### config.mk
export PLATFORM = sky130hd
export DESIGN_NAME = mul_ctrl
export DESIGN_NICKNAME = d
export VERILOG_FILES = /design/src/verilog/fxp_pkg.sv /design/src/verilog/engine_pkg.sv /design/src/verilog/mul_ctrl.sv
export SDC_FILE = /design/constraint.sdc
export NUM_CORES = 1
export LEC_CHECK = 0
export BUFFER_PORTS_ARGS = -buffer_cell sky130_fd_sc_hd__buf_2
export CORE_MARGIN = 10
export CORE_UTILIZATION = 39
export CTS_BUF_LIST = sky130_fd_sc_hd__clkbuf_4 sky130_fd_sc_hd__clkbuf_8
export DETAILED_ROUTE_END_ITERATION = 8
export GPL_ROUTABILITY_DRIVEN = 1
export GPL_TIMING_DRIVEN = 0
export PLACE_DENSITY = 0.81
export SETUP_SLACK_MARGIN = 0.4
export SLEW_MARGIN = 20
export SYNTH_ARGS = -nofsm -noshare
export SYNTH_HDL_FRONTEND = slang
export SYNTH_SLANG_ARGS = --single-unit
### constraint.sdc
create_clock -name clk_mul -period 3.9 [get_ports clk_mul]
set_clock_uncertainty 0.2 [all_clocks]
set_input_delay 0.78 -clock clk_mul [delete_from_list [all_inputs] [get_ports clk_mul]]
set_output_delay 0.78 -clock clk_mul [all_outputs]
set_load 0.1 [all_outputs]
### src/verilog/fxp_pkg.sv
package fxp_pkg;

    // Signed Q13 element width
    localparam int DATA_W = 26;

    typedef logic signed [DATA_W-1:0] elem_t;

    // Index 0 is element 1 of the vector
    typedef elem_t [3:0] vec4_t;

    // Four rows, row index first
    typedef vec4_t [3:0] mat4_t;

    // One product matrix per weight row k
    typedef mat4_t [3:0] prod_set_t;

    // Full-width product, arithmetic shift, then truncate to DATA_W
    function automatic elem_t fxp_mul(
        input elem_t a,
        input elem_t b,
        input int    frac
    );
        logic signed [2*DATA_W-1:0] p;
        p = a * b;
        p = p >>> frac;
        return p[DATA_W-1:0];
    endfunction

endpackage

### src/verilog/engine_pkg.sv
package engine_pkg;

    typedef enum logic {
        OP_MUL  = 1'b0,
        OP_PASS = 1'b1
    } opcode_e;

    typedef enum logic [1:0] {
        ST_IDLE    = 2'd0,
        ST_COMPUTE = 2'd1,
        ST_DRAIN   = 2'd2
    } ctrl_state_e;

    // Weight row write
    typedef struct packed {
        logic [1:0]     row;
        fxp_pkg::vec4_t data;
    } wr_req_t;

    // Job request
    typedef struct packed {
        opcode_e        op;
        fxp_pkg::vec4_t z;
    } job_req_t;

    // One row of one product matrix
    typedef struct packed {
        logic [1:0]     mat;
        logic [1:0]     row;
        fxp_pkg::vec4_t data;
        logic           last;
    } res_beat_t;

endpackage

### src/verilog/mul_ctrl.sv
module mul_ctrl (
    input  logic                 clk_mul,
    input  logic                 rst,
    input  logic                 wr_valid,
    output logic                 wr_ready,
    input  logic                 job_valid,
    output logic                 job_ready,
    input  engine_pkg::job_req_t job,
    output logic                 we,
    output logic                 cap,
    output logic                 en_mul,
    output fxp_pkg::vec4_t       z_hold,
    output logic                 load,
    input  logic                 done
);

    engine_pkg::ctrl_state_e state;
    engine_pkg::opcode_e     op_hold;
    fxp_pkg::vec4_t          z_q;
    logic                    idle;
    logic                    job_fire;
    logic                    load_q;

    assign idle     = (state == engine_pkg::ST_IDLE);
    assign job_fire = job_valid && idle;

    // Weights and jobs only taken when idle
    assign wr_ready  = idle;
    assign job_ready = idle;
    assign we        = wr_valid && idle;

    always_ff @(posedge clk_mul) begin
        if (rst) begin
            state   <= engine_pkg::ST_IDLE;
            op_hold <= engine_pkg::OP_PASS;
            load_q  <= 1'b0;
        end else begin
            // Serializer loads one cycle after capture
            load_q <= cap;
            case (state)
                engine_pkg::ST_IDLE: begin
                    if (job_fire) begin
                        op_hold <= job.op;
                        state   <= engine_pkg::ST_COMPUTE;
                    end
                end
                engine_pkg::ST_COMPUTE: begin
                    state <= engine_pkg::ST_DRAIN;
                end
                engine_pkg::ST_DRAIN: begin
                    // Wait for the last beat to leave
                    if (done) begin
                        state <= engine_pkg::ST_IDLE;
                    end
                end
                default: begin
                    state <= engine_pkg::ST_IDLE;
                end
            endcase
        end
    end

    // Job vector
    always_ff @(posedge clk_mul) begin
        if (job_fire) begin
            z_q <= job.z;
        end
    end

    assign cap    = (state == engine_pkg::ST_COMPUTE);
    assign en_mul = (op_hold == engine_pkg::OP_MUL);
    assign z_hold = z_q;
    assign load   = load_q;

endmodule

## Word level (Yosys, flattened, before mapping)

Index checks and enable logic that the tools add are counted.

- Register bits after elaboration: 108
- Bits in latches: 0
- Bits in writable memories: 0
- Bits in read-only memories: 0
- Input bits: 110
- Word-level logic and storage cells: 20
- Memories kept: 0

- Add/subtract/negate cells: 0
- $mul: 0
- Divide/modulo/power cells: 0
- $lt $le $gt $ge: 0
- Equal/unequal tests: 4
- Shift operators: 0
- Multiplexer cells: 3
- Bitwise operators: 1
- Reduce and logical (&&, ||, !) cells: 5

Operators by type and width:

| cell | number |
|---|---|
| $pmux W2 S3 | 1 |
| $mux W2 | 2 |
| $reduce_and A2 Y1 | 2 |
| $eq A2 B1 Y1 const B | 1 |
| $eq A2 B2 Y1 const B | 1 |
| $logic_and A1 B1 Y1 | 2 |
| $logic_not A2 Y1 | 1 |
| $ne A2 B1 Y1 const B | 1 |
| $ne A2 B2 Y1 const B | 1 |
| $not A1 Y1 | 1 |

## Longest topological paths before layout

- Depth after elaboration: 4
- Depth in mapped cells: 2
- Gate-level depth less buffers: 2

## Least setup slack after synthesis

OpenSTA, ideal clock, no wires.

- Path kind: in2reg
- Start: input port job_valid
- End: register z_q (netlist bit z_hold[0]), enable pin
- Setup time: 458 ps
- Data arrival time: 3184 ps
- Path slack: 58 ps
- Stages: 2
- Path buffers: 0
- Cell sequence: or3b_4 > inv_1

- Longest elaborated chain between the ends: 1

Ends and longest elaborated chain:

| element | RTL line | text |
|---|---|---|
| from (decl) | mul_ctrl.sv:6 | `input logic job_valid,` |
| $logic_and A1 B1 Y1 | mul_ctrl.sv:25 | `assign job_fire = job_valid && idle;` |
| net job_fire | mul_ctrl.sv:21 | `logic job_fire;` |
| to (signal assigned) | mul_ctrl.sv:66 | `z_q <= job.z;` |
| to (decl) | mul_ctrl.sv:19 | `fxp_pkg::vec4_t z_q;` |

The timed path passes the listed nets, and every way through them passes these cells.
A chain may end at the register's enable or synchronous reset.

## Worst setup path after layout

- Start: register state[1]
- End: output port we

- Longest elaborated chain between the ends: 2

Ends and longest elaborated chain:

| element | RTL line | text |
|---|---|---|
| from (decl) | mul_ctrl.sv:17 | `engine_pkg::ctrl_state_e state;` |
| from (signal assigned) | mul_ctrl.sv:34 | `state <= engine_pkg::ST_IDLE;` |
| from (signal assigned) | mul_ctrl.sv:44 | `state <= engine_pkg::ST_COMPUTE;` |
| from (signal assigned) | mul_ctrl.sv:48 | `state <= engine_pkg::ST_DRAIN;` |
| $logic_not A2 Y1 | mul_ctrl.sv:24 | `assign idle = (state == engine_pkg::ST_IDLE);` |
| $logic_and A1 B1 Y1 | mul_ctrl.sv:30 | `assign we = wr_valid && idle;` |
| to (decl) | mul_ctrl.sv:9 | `output logic we,` |

Every way passes these cells.

==> out/qor.csv <==
metric,value,unit
status,finished clean,
internal_power,1697,uW
dieArea,0.01250,mm2
setup_tns,0,ns
topRoutingLayerUsed,met4,
maxCapViolCount,0,
max_freq,0.4131,GHz
antenna_found_initial,0,
synth.area.top_cells,"edfxtp_1 95%, dfxtp_1 2.4%, and2_1 0.38%",
ys_ff_latch,108,
synthToLayoutAreaGrowth,44.08,%
final_max_slew_viol_count,0,
coreArea,0.008217,mm2
rrSetupSlack,1.86,ns
met2_length,4.473,mm
ys_seq_area_share,97.45,%
whs_path_depth,1,
cp-end-kind,output port,
holdWs,0.3264,ns
fin_nets,464,
initial_core_util,40.00,%
drt_iter0_drc,71,
clockPowerShare,22.2,%
port-buffer-count,219,
grt_max_degree,41,
final_cell_mix,"219 x buf_2, 104 x edfxtp_1, 9 x clkbuf_8",
wirelength,8.965,mm
swShare,37.54,%
synth.net_count,232,
leakagePower,0.002038,uW
wl_met3,1.088,mm
synthMuxAreaShare,0,%
holdBufCountCts,0,
synth_fa_ha_area_share,0,%
avgSynthCellArea,26.94,um2
worst_ep_arrival_time,1.44,ns
yosysTopAreaCell,edfxtp_1,
cts_resized,0,
synth_top_family_by_area,simple AND/OR/NAND/NOR gates,
synth_compound_area_share,0.4568,%
critical_path_required,2.92,ns
fin_crit,2.420,ns
worstSetupStartpointType,register,
gp_congestion,0.7499,
synthSimpleGateAreaFrac,1.523,%
cts_buffers,9,
drc,0,
setup_viol,0,
wl_met1,3.267,mm
row_count,33,
worstSkewPairLatency,0.35,ns
ys_types,11,
clock-root-buffer,clkbuf_8,
hold_start,op_hold,
seq_power_share,50.9,%
h-tree-depth,3,
r2r-start,state[1],
fp.dieH,111.8,um
hold_class,reg -> reg,
vias,2049,
post-route-period-util,62.06,%
tightest_slew,0.6143,ns
synth_top_area_share,95.01,%
hold_violations,0,
cts_tree,done,
viasPerCell,4.416,
power_switching,1020,uW
rsz0062_at_grt,no,
postRouteAntennaNets,0,
wire_per_inst,19.32,um
p_per_area,573.8,mW/mm2
clkTransAtPathRegs,0.10,ns
fp.dieW,111.8,um
clockBufferDepth,2,
comb_power_share,26.9,%
irDropWorstVdd,0.0002425,V
syn_area,0.003287,mm2
postCtsSetupBuffers,0,
overflow,0,
pin_count,220,
synth_xor_xnor_area_share,0,%
drive_gt1_share,66.57,%
path_max_fanout,4,
diodes,0,
r2r_end,z_hold[44],
mostFrequentLayoutCell,buf_2,
path_class,reg -> out,
track_usage,13.63,%
min_to,op_hold,
syn_inst,122,
r2r_cells,3,
slew_headroom,58.96,%
grt_pass1_vias,2342,
nFillCells,666,
yosys_warnings,0,
cts_sinks,108,
dr.pass1.iters,4,
grt_pass1_wl,13.25,mm
==> final cells by class <==
cell class / count / area (um2) / area share (%)
plain buffers: 1 / 7.507 / 0.1585
multi-input cells: 10 / 67.56 / 1.427
well taps: 105 / 131.4 / 2.774
clock inverters: 7 / 51.30 / 1.083
inverters: 3 / 15.01 / 0.3170
repair buffers: 221 / 1136 / 23.99
flip-flops and latches: 108 / 3203 / 67.64
clock buffers: 9 / 123.9 / 2.616
==> power by group through the flow <==
stage          clock network [uW]  logic (uW)  registers (uW)
2_1_floorplan                   0        68.8            1930
3_3_place_gp                    0         720            1410
3_5_place_dp                    0         737            1410
4_1_cts                       631         737            1380
5_1_grt                       676         750            1390
6_report                      604         731            1380
==> through the flow <==
stage,setup WS [ns],cell area (um2),power (uW),utilization [%],std cells
global route,1.371,4736,2816,57.64,464
finish,1.480,4736,2718,57.64,464
detailed placement,1.336,4561,2147,55.50,448
global placement,0.1671,4521,2133,55.02,446
floorplan,0.7758,3293,2002,-,122
CTS,1.444,4736,2752,57.64,464
==> cell usage after synthesis <==
cell type / number
a21oi_1: 1
a221o_1: 1
and2_1: 2
buf_4: 1
dfxtp_1: 4
edfxtp_1: 104
inv_1: 3
nand2b_1: 1
nor2_1: 3
or3b_1: 1
or3b_4: 1
==> worst max path at each step <==
stage | slack, ns | cells past startpoint | startpoint | end
after floorplan | 0.78 | 2 | job_valid | z_hold[0]
after global placement | 0.17 | 3 | job_valid | z_hold[78]
after detailed placement | 1.34 | 4 | job_valid | z_hold[44]
after CTS | 1.44 | 3 | state[1] | we
after global routing | 1.37 | 3 | state[1] | we
final | 1.48 | 3 | state[1] | we
==> critical path, cell delays in order, from the launching register on <==
cell,delay [ns]
dfxtp_1,0.34
nor2_2,0.19
and2_1,0.14
buf_2,0.42
==> flip-flops by register name (all words and copies together) (netlist names) <==
register,flops
z_hold,104
state,2
load,1
op_hold,1
==> logic make-up (layout without fill, tap and decap cells) <==
| kind of cell | after synthesis | after routing |
|---|---|---|
| AOI/OAI and AO/OA | 2 | 2 |
| buffers and inverters | 4 | 241 |
| DFF | 108 | 108 |
| and+or+nand+nor | 8 | 8 |
==> routing by layer <==
| layer | vias to the layer above | global-route usage (%) |
|---|---|---|
| met5 | - | 0 |
| met4 | 0 | 4.370 |
| met3 | 11 | 7.837 |
| met2 | 137 | 22.77 |
| met1 | 955 | 14.16 |
| li1 | 946 | - |
Note: power is estimated with default switching activity, not from simulation.
