==> config.mk <==
export PLATFORM = sky130hd
export DESIGN_NAME = weight_bank
export DESIGN_NICKNAME = d
export VERILOG_FILES = /design/src/verilog/fxp_pkg.sv /design/src/verilog/engine_pkg.sv /design/src/verilog/weight_bank.sv
export SDC_FILE = /design/constraint.sdc
export NUM_CORES = 1
export LEC_CHECK = 0
export BUFFER_PORTS_ARGS = -buffer_cell sky130_fd_sc_hd__buf_2
export CAP_MARGIN = 30
export CORE_AREA = 2 2 203 205
export CTS_CLUSTER_SIZE = 14
export DETAILED_ROUTE_END_ITERATION = 6
export DIE_AREA = 0 0 205 207
export GPL_TIMING_DRIVEN = 0
export PLACE_DENSITY = 0.68
export SLEW_MARGIN = 40
export SYNTH_ARGS = -nofsm -noshare
export SYNTH_HDL_FRONTEND = slang
export SYNTH_SLANG_ARGS = --single-unit
==> constraint.sdc <==
create_clock -name clk_mul -period 1.6 [get_ports clk_mul]
set_input_delay 0 -clock clk_mul [delete_from_list [all_inputs] [get_ports clk_mul]]
set_output_delay 0 -clock clk_mul [all_outputs]
set_load 0.02 [all_outputs]
==> src/verilog/fxp_pkg.sv <==
package fxp_pkg;

    // Signed Q13 element width
    localparam int DATA_W = 26;

    typedef logic signed [DATA_W-1:0] elem_t;

    // Index 0 is element 1 of the vector
    typedef elem_t [3:0] vec4_t;

    // Four rows, row index first
    typedef vec4_t [3:0] mat4_t;

    // One product matrix per weight row k
    typedef mat4_t [3:0] prod_set_t;

    // Full-width product, arithmetic shift, then truncate to DATA_W
    function automatic elem_t fxp_mul(
        input elem_t a,
        input elem_t b,
        input int    frac
    );
        logic signed [2*DATA_W-1:0] p;
        p = a * b;
        p = p >>> frac;
        return p[DATA_W-1:0];
    endfunction

endpackage

==> src/verilog/engine_pkg.sv <==
package engine_pkg;

    typedef enum logic {
        OP_MUL  = 1'b0,
        OP_PASS = 1'b1
    } opcode_e;

    typedef enum logic [1:0] {
        ST_IDLE    = 2'd0,
        ST_COMPUTE = 2'd1,
        ST_DRAIN   = 2'd2
    } ctrl_state_e;

    // Weight row write
    typedef struct packed {
        logic [1:0]     row;
        fxp_pkg::vec4_t data;
    } wr_req_t;

    // Job request
    typedef struct packed {
        opcode_e        op;
        fxp_pkg::vec4_t z;
    } job_req_t;

    // One row of one product matrix
    typedef struct packed {
        logic [1:0]     mat;
        logic [1:0]     row;
        fxp_pkg::vec4_t data;
        logic           last;
    } res_beat_t;

endpackage

==> src/verilog/weight_bank.sv <==
module weight_bank (
    input  logic                clk_mul,
    input  logic                rst,
    input  logic                we,
    input  engine_pkg::wr_req_t wr,
    output fxp_pkg::mat4_t      weights
);

    fxp_pkg::mat4_t w_q;

    // One row per write, addressed by wr.row
    always_ff @(posedge clk_mul) begin
        if (rst) begin
            w_q <= '0;
        end else if (we) begin
            w_q[wr.row] <= wr.data;
        end
    end

    // All rows go out in parallel
    assign weights = w_q;

endmodule

# Yosys cells after proc, flatten, opt, wreduce, memory -nomap -nowiden
# Index checks and enable logic that the tools add are counted.
word_totals:
  register_bits: 416
  latchBits: 0
  ramBits: 0
  mem_bits_ro: 0
  input_bits: 109
  out_inout_bits: 416
  memories: 0
classes:
  add_sub_neg: 0
  n_mul: 0
  n_div: 0
  magnitude_cmp: 2
  n_eq_ne: 0
  shift: 0
  n_mux: 3
  bitwise_logic: 0
  n_reduce_logical: 1
ops:
  columns: ["operator", "n"]
  rows:
  - ["bitwise mux 416 bit", 1]
  - ["demux 104 bit (select 2 bit)", 1]
  - ["2-to-1 mux 104 bit", 1]
  - ["less-than comparator 2 x 3 -> 1 bit, second input constant", 1]
  - [">= comparator 2 x 1 -> 1 bit, second input constant", 1]
  - ["logical AND 1 bit", 1]

# Longest topological paths before layout
# Gate-level depths: netlist of the first run.
depth:
  depth_word: 5
  ltp_mapped: 6

# Worst setup path before layout of the first run
# OpenSTA, ideal clock, no wires.
synth_path:
  path_type: "input -> register"
  from: "input wr[104] (netlist bit)"
  to: "register w_q, in the netlist weights[0]"
  t_arrival_ps: 954
  slack_ps: 575
  path_stages: 5
  cell_sequence: "clkbuf_2 nor3b_2 buf_2 buf_4 mux2i_1"
synth_between:
  elab_chain_len: 5
synth_rtl:
  columns: ["element", "line_no", "source"]
  rows:
  - ["start, declared", "weight_bank.sv:5", "input engine_pkg::wr_req_t wr,"]
  - ["less-than comparator 2 x 3 -> 1 bit (not written as such) or >= comparator 2 x 1 -> 1 bit (tied branches)", "weight_bank.sv:16", "w_q[wr.row] <= wr.data;"]
  - ["logical AND 1 bit (not written as such)", "weight_bank.sv:16", null]
  - ["2-to-1 mux 104 bit (not written as such)", "weight_bank.sv:16", null]
  - ["demux 104 bit (select 2 bit) *", "weight_bank.sv:16", null]
  - ["bitwise mux 416 bit *", "weight_bank.sv:16", null]
  - ["end signal, assigned by index", "weight_bank.sv:16", null]
  - ["end, declared", "weight_bank.sv:9", "fxp_pkg::mat4_t w_q;"]
# Every way passes the cells marked *; elsewhere a longest branch is shown, timed or not.
# A chain may end at the register's enable or synchronous reset.

==> results of run 1 <==
layer usage:
layer / part of all wire / vias to the layer above / track usage
met1: 0.41 / 6150 / 0.2857
met3: 0.076 / 118 / 0.07347
met5: 0.00023 / - / 0
met4: 0.040 / 2 / 0.1052
met2: 0.47 / 413 / 0.4048
li1: - / 6139 / -
stage by stage:
stage	util	hold WS, ns	std cells
global route	0.5456	0.1133	2699
CTS	0.5455	0.07670	2697
floorplan	-	0.2208	1462
detailed placement	0.4852	0.3451	2516
finish	0.5457	0.09486	2700
global placement	0.4851	0.3344	2516
Yosys cell counts:
cell type	n	area, sq um
buf_2	20	100.1
dfxtp_1	416	8328
buf_4	25	187.7
nor3b_2	1	12.51
and3b_1	1	8.760
clkbuf_1	58	217.7
mux2i_1	416	4164
nand3b_1	2	15.01
nand2b_1	520	3253
nand3_1	1	5.000
clkbuf_2	1	5.000
or3b_2	1	8.760
logic make-up after synthesis:
| logic type | count (synthesis) |
|---|---|
| AND/OR/NAND/NOR | 526 |
| multiplexers | 416 |
| buffers and inverters | 104 |
| flip-flops | 416 |
worst register-to-register path, cell delays in order (launching register included):
cell,delay [ns]
dfxtp_1,0.36
nand2b_1,0.07
mux2i_1,0.24
area by class of cell:
cell class / count / area, sq um
Sequential cell: 416 / 8328
Clock inverter: 10 / 82.58
Buffer: 104 / 515.5
Timing Repair Buffer: 626 / 3654
Clock buffer: 67 / 1309
Multi-Input combinational cell: 942 / 7467
Fill cell: 3642 / 18340
Tap cell: 532 / 665.6
Antenna cell: 3 / 7.507
power groups by stage:
stage	logic, uW	clock network, uW	registers [uW]
floorplan	1040	0	11600
global placement	2420	0	11100
detailed placement	2460	0	11100
CTS	2660	10100	10900
global route	2820	10500	11000
finish	2650	9940	10900
what timing repair did:
item | 4_1_cts | 5_1_grt
endpoints found under the hold margin | 416 | 0
hold buffers | 104 | 0
setup endpoints to repair | 0 | 0
worst max-delay path by stage:
stage	startpoint	to	slack, ns
after floorplan	wr[104]	weights[0]$_SDFFE_PP0P_	0.57
after global placement	rst	weights[103]$_SDFFE_PP0P_	-0.51
after detailed placement	rst	weights[222]$_SDFFE_PP0P_	-0.49
after CTS	rst	weights[222]$_SDFFE_PP0P_	0.09
after global routing	rst	weights[222]$_SDFFE_PP0P_	0.03
final	rst	weights[222]$_SDFFE_PP0P_	0.13
==> out/qor.txt, run 1 <==
Outcome: finished clean
Fin crit period: 1.475 ns
Htree depth: 2
Switching power: 5893 uW
Max-slew headroom: 0.4818
Main combinational cell family by area after synthesis: multiplexers
Worst endpoint required time: 2.02 ns
Post-synthesis xor/xnor area fraction: 0
Layout cells sized above 1: 0.2952
Nets: 2243
P_int: 17620 uW
Cell mode on critical path: clkbuf_1
Reg-to-Reg End: weights[157]$_SDFFE_PP0P_
Die Y: 207 microns
Area grow syn2layout: 35.10%
DP HPWL: 38.27 mm
Worst r2r path cells: 2
Pre-CTS setup slack: -0.4937 ns
IO Port Bufs: 522
Combinational power share: 0.113
Peak VDD IR: 654.5 uV
Critical setup path kind: input pin to flop
Final ANT Viol Nets: 0
Total setup buffers inserted after CTS: 0
DRC: 0
Hold Path Sink: weights[85]$_SDFFE_PP0P_
Clk network pwr share: 0.423
Final Total Pwr: 23510 uW
Drt initial violations: 475
Yosys reg bits: 416
Post-Syn Area: 0.01631 sq mm
Final Hold Fails: 0
Via count: 12822
Synthesized-area fraction occupied by adder cells: 0
Die area: 0.04244 sq mm
Reg clk slew, reported paths: 0.06 ns
Share of power burned in registers: 0.465
LEAKAGE: 0.01137 uW
Syn_nets: 1571
Clock buffer depth: 3
Final Worst Setup Slack: 0.1255 ns
Largest net degree at the start of global routing: 14
Row cnt: 74
WL/cell: 19.62 microns
Initial Util: 0.4039
TNS Setup: 0 ns
Placer congestion estimate: 0.8596
Most common cell after layout, fill and taps aside: buf_2
Worst Path Max Fanout: 10
Worst reg2reg setup slack: 0.83 ns
CP Cell Sequence: clkbuf_1, buf_2, clkbuf_1, nand2b_1, mux2i_1
Arrival @ worst endpoint: 1.90 ns
IO Pins: 525
Hold_sp: wr[105]
Final Cycle Share: 0.9216
Worst-Margin Slew: 0.7773 ns
RSZ-0062 raised after global routing: no
First-pass GRT wire length: 79.23 mm
Avg Inst Size Synth: 11.15 sq um
Clk sinks: 416
Fmax: 678.2 MHz
Family with the most delay on the worst path: buffers and inverters
Area after DPL: 0.01959 sq mm
Vias in the first global route: 13409
Total wire length: 52.98 mm
Buf/Inv on CP: 3
Commonest cells after routing, fill and taps aside: buf_2 (542), nand2b_1 (520), mux2i_1 (416), dfxtp_1 (416), dlygate4sd3_1 (104)
Compound-Gate Fraction of Synth Area: 0
Via density per instance: 4.749
Worst skew pair latency: 0.54 ns
Hold Crit Depth: 4
Synth unique cells: 12
Final setup fails: 0
Cts repair resizes: 0
GR Util All Layers: 0.2422
Synth Warn #: 0
Layout Skew: 0 ns
Switching fraction of total power: 0.2506
Core area: 0.04037 sq mm
Pwr/cell area: 1067 mW/mm^2
CTS tree: built
Pins Over Slew Limit: 0
Reg-to-reg critical path startpoint: weights[157]$_SDFFE_PP0P_
Flip-flop count of the largest register after layout: 416
Fraction of synthesized area in multiplexers: 0.2554
Critical Path Max Stage Delay: 0.65 ns
Critical path depth: 5
Simple-gate share of the synthesized area: 0.2026
CP max-delay cell: clkbuf_1
Detailed Routing Iterations Pass 1: 4
Synth Instances: 1462
Worst Hold Class: input pin to flop
Initial antenna violation count: 4
Register area share after synthesis: 0.5107
GR Overflow Total: 0
CTS buffer count: 44
Clock root buffer master: clkbuf_16
Fin area: 0.02203 sq mm
Setup crit start kind: input pin
CP Capture Type: flop
Die width: 205 microns
Max-Cap Viols: 0
(Power assumes the default switching activity.)
==> inputs of run 2 (changes only) <==
- PLACE_DENSITY: 0.68 -> 0.65
- RECOVER_POWER: default -> 100
==> run 2 against run 1 <==
Effect of this change:
- via count is 0.53% lower
- global-route usage up 0.29 points
- critical path type unchanged
- sequential share of layout area up 0.48 points
- critical endpoint is now weights[103]$_SDFFE_PP0P_
- highest routed layer is now met4
- sequential cell count is the same
==> out/qor.txt, run 2 (same netlist as run 1, synthesis figures left out) <==
Row cnt: 74 (unchanged)
CP Capture Type: flop (unchanged)
Final Hold Fails: 0 (unchanged)
Worst-Margin Slew: 1.147 ns (was 0.7773 ns)
Initial Util: 0.4039 (unchanged)
Max-Cap Viols: 0 (unchanged)
GR Util All Layers: 0.2451 (was 0.2422)
Pins Over Slew Limit: 0 (unchanged)
Via density per instance: 4.706 (was 4.749)
Most common cell after layout, fill and taps aside: nand2b_1 (was buf_2)
Post-Layout Cell Count: 2710 (was 2700)
DP Cell Count: 2516 (unchanged)
IO Pins: 525 (unchanged)
LEAKAGE: 0.009709 uW (was 0.01137 uW)
Fmax: 684.2 MHz (was 678.2 MHz)
Vias in the first global route: 13189 (was 13409)
Placer congestion estimate: 0.8547 (was 0.8596)
Final Worst Setup Slack: 0.1384 ns (was 0.1255 ns)
Pwr/cell area: 1139 mW/mm^2 (was 1067 mW/mm^2)
Clock buffer depth: 3 (unchanged)
WL/cell: 19.85 microns (was 19.62 microns)
RSZ-0062 raised after global routing: no (unchanged)
Area grow syn2layout: 33.39% (was 35.10%)
Peak VDD IR: 675.9 uV (was 654.5 uV)
Fin crit period: 1.462 ns (was 1.475 ns)
Die Y: 207 microns (unchanged)
Layout Skew: 0 ns (unchanged)
Final core occ: 0.5388 (was 0.5457)
Worst skew pair latency: 0.56 ns (was 0.54 ns)
Initial antenna violation count: 1 (was 4)
Critical setup path kind: input pin to flop (unchanged)
CTS buffer count: 47 (was 44)
Worst Path Max Fanout: 10 (unchanged)
DRC: 0 (unchanged)
Drt initial violations: 466 (was 475)
Total wire length: 53.79 mm (was 52.98 mm)
Final Total Pwr: 24770 uW (was 23510 uW)
Max-slew headroom: 0.2350 (was 0.4818)
Final ANT Viol Nets: 0 (unchanged)
Worst Hold Class: input pin to flop (unchanged)
Worst endpoint required time: 2.03 ns (was 2.02 ns)
Via count: 12754 (was 12822)
Final Cycle Share: 0.9135 (was 0.9216)
Commonest cells after routing, fill and taps aside: nand2b_1 (520), clkbuf_1 (484), mux2i_1 (416), dfxtp_1 (416), buf_2 (125) (was buf_2 (542), nand2b_1 (520), mux2i_1 (416), dfxtp_1 (416), dlygate4sd3_1 (104))
Setup crit start kind: input pin (unchanged)
CTS tree: built (unchanged)
Core area: 0.04037 sq mm (unchanged)
Cts repair resizes: 0 (unchanged)
Flip-flop count of the largest register after layout: 416 (unchanged)
Nets: 2246 (was 2243)
Final setup fails: 0 (unchanged)
Die area: 0.04244 sq mm (unchanged)
Outcome: finished clean (unchanged)
Layout cells sized above 1: 0.1058 (was 0.2952)
Die width: 205 microns (unchanged)
GR Overflow Total: 0 (unchanged)
Pre-CTS setup slack: -0.2911 ns (was -0.4937 ns)
IO Port Bufs: 522 (unchanged)
Clock root buffer master: clkbuf_16 (unchanged)
Total setup buffers inserted after CTS: 0 (unchanged)
Htree depth: 2 (unchanged)
Clk sinks: 416 (unchanged)
DP HPWL: 38.90 mm (was 38.27 mm)
Detailed Routing Iterations Pass 1: 4 (unchanged)
Largest net degree at the start of global routing: 13 (was 14)
Arrival @ worst endpoint: 1.89 ns (was 1.90 ns)
Worst hold slack: 0.08134 ns (was 0.09486 ns)
First-pass GRT wire length: 80.17 mm (was 79.23 mm)
Reg clk slew, reported paths: 0.06 ns (about the same)
## run 2: cell types whose count changed in the layout (fill, tap and decap cells not counted), moves of 2 or more
cell / delta
clkinvlp_4: +3
buf_2: -417
clkbuf_2: -2
bufinv_16: +4
clkbuf_1: +418
clkbuf_16: +4
clkbuf_8: +2
## run 2: worst paths after layout
path / startpoint / end / slack (ns) / cells after the start
worst max register to register: weights[44]$_SDFFE_PP0P_ / weights[44]$_SDFFE_PP0P_ / 0.88 / 2
worst max-delay path: rst / weights[103]$_SDFFE_PP0P_ / 0.14 / 5
worst min-delay path: wr[105] / weights[88]$_SDFFE_PP0P_ / 0.08 / 4
worst min register to register: weights[60]$_SDFFE_PP0P_ / weights[60]$_SDFFE_PP0P_ / 0.47 / 2
## run 2: per-layer routing
| metal | global-route usage | share of wire | up-vias |
|---|---|---|---|
| met5 | 0 | 0 | - |
| met4 | 0.08360 | 0.029 | 0 |
| met3 | 0.06592 | 0.072 | 92 |
| met2 | 0.4208 | 0.48 | 413 |
| met1 | 0.2941 | 0.42 | 6083 |
| li1 | - | - | 6166 |
## run 2: critical path, cell delays in order
cell and delay, ns:
clkbuf_1 0.24, clkbuf_1 0.89, clkbuf_1 0.48, nand2b_1 0.19, mux2i_1 0.07
## run 2: area by class of cell
cell class,count,area (sq um)
diodes,4,10.01
plain buffers,104,511.7
clock buffers,72,1433
clock inverters,14,202.7
fillers,3852,18620
multi-input cells,942,7467
flip-flops and latches,416,8328
well taps,532,665.6
repair buffers,626,3133
## run 2: power breakdown
part           internal [uW]  total [uW]  switching [uW]
registers              10700       10900             208
logic                   1010        2550            1540
clock network           6960       11300            4320
total                  18700       24800            6070
## run 2: metrics by stage
| step | instance area (sq um) | TNS (ns) |
|---|---|---|
| final | 21750 | 0 |
| after global routing | 21740 | 0 |
| after CTS | 22270 | 0 |
| after detailed placement | 19590 | -23.70 |
| after global placement | 19580 | -91.56 |
| after floorplan | 16310 | 0 |
## run 2: timing repair
item	in CTS	in global routing
endpoints found under the setup margin	0	0
hold buffers	104	0
endpoints found under the hold margin	416	0
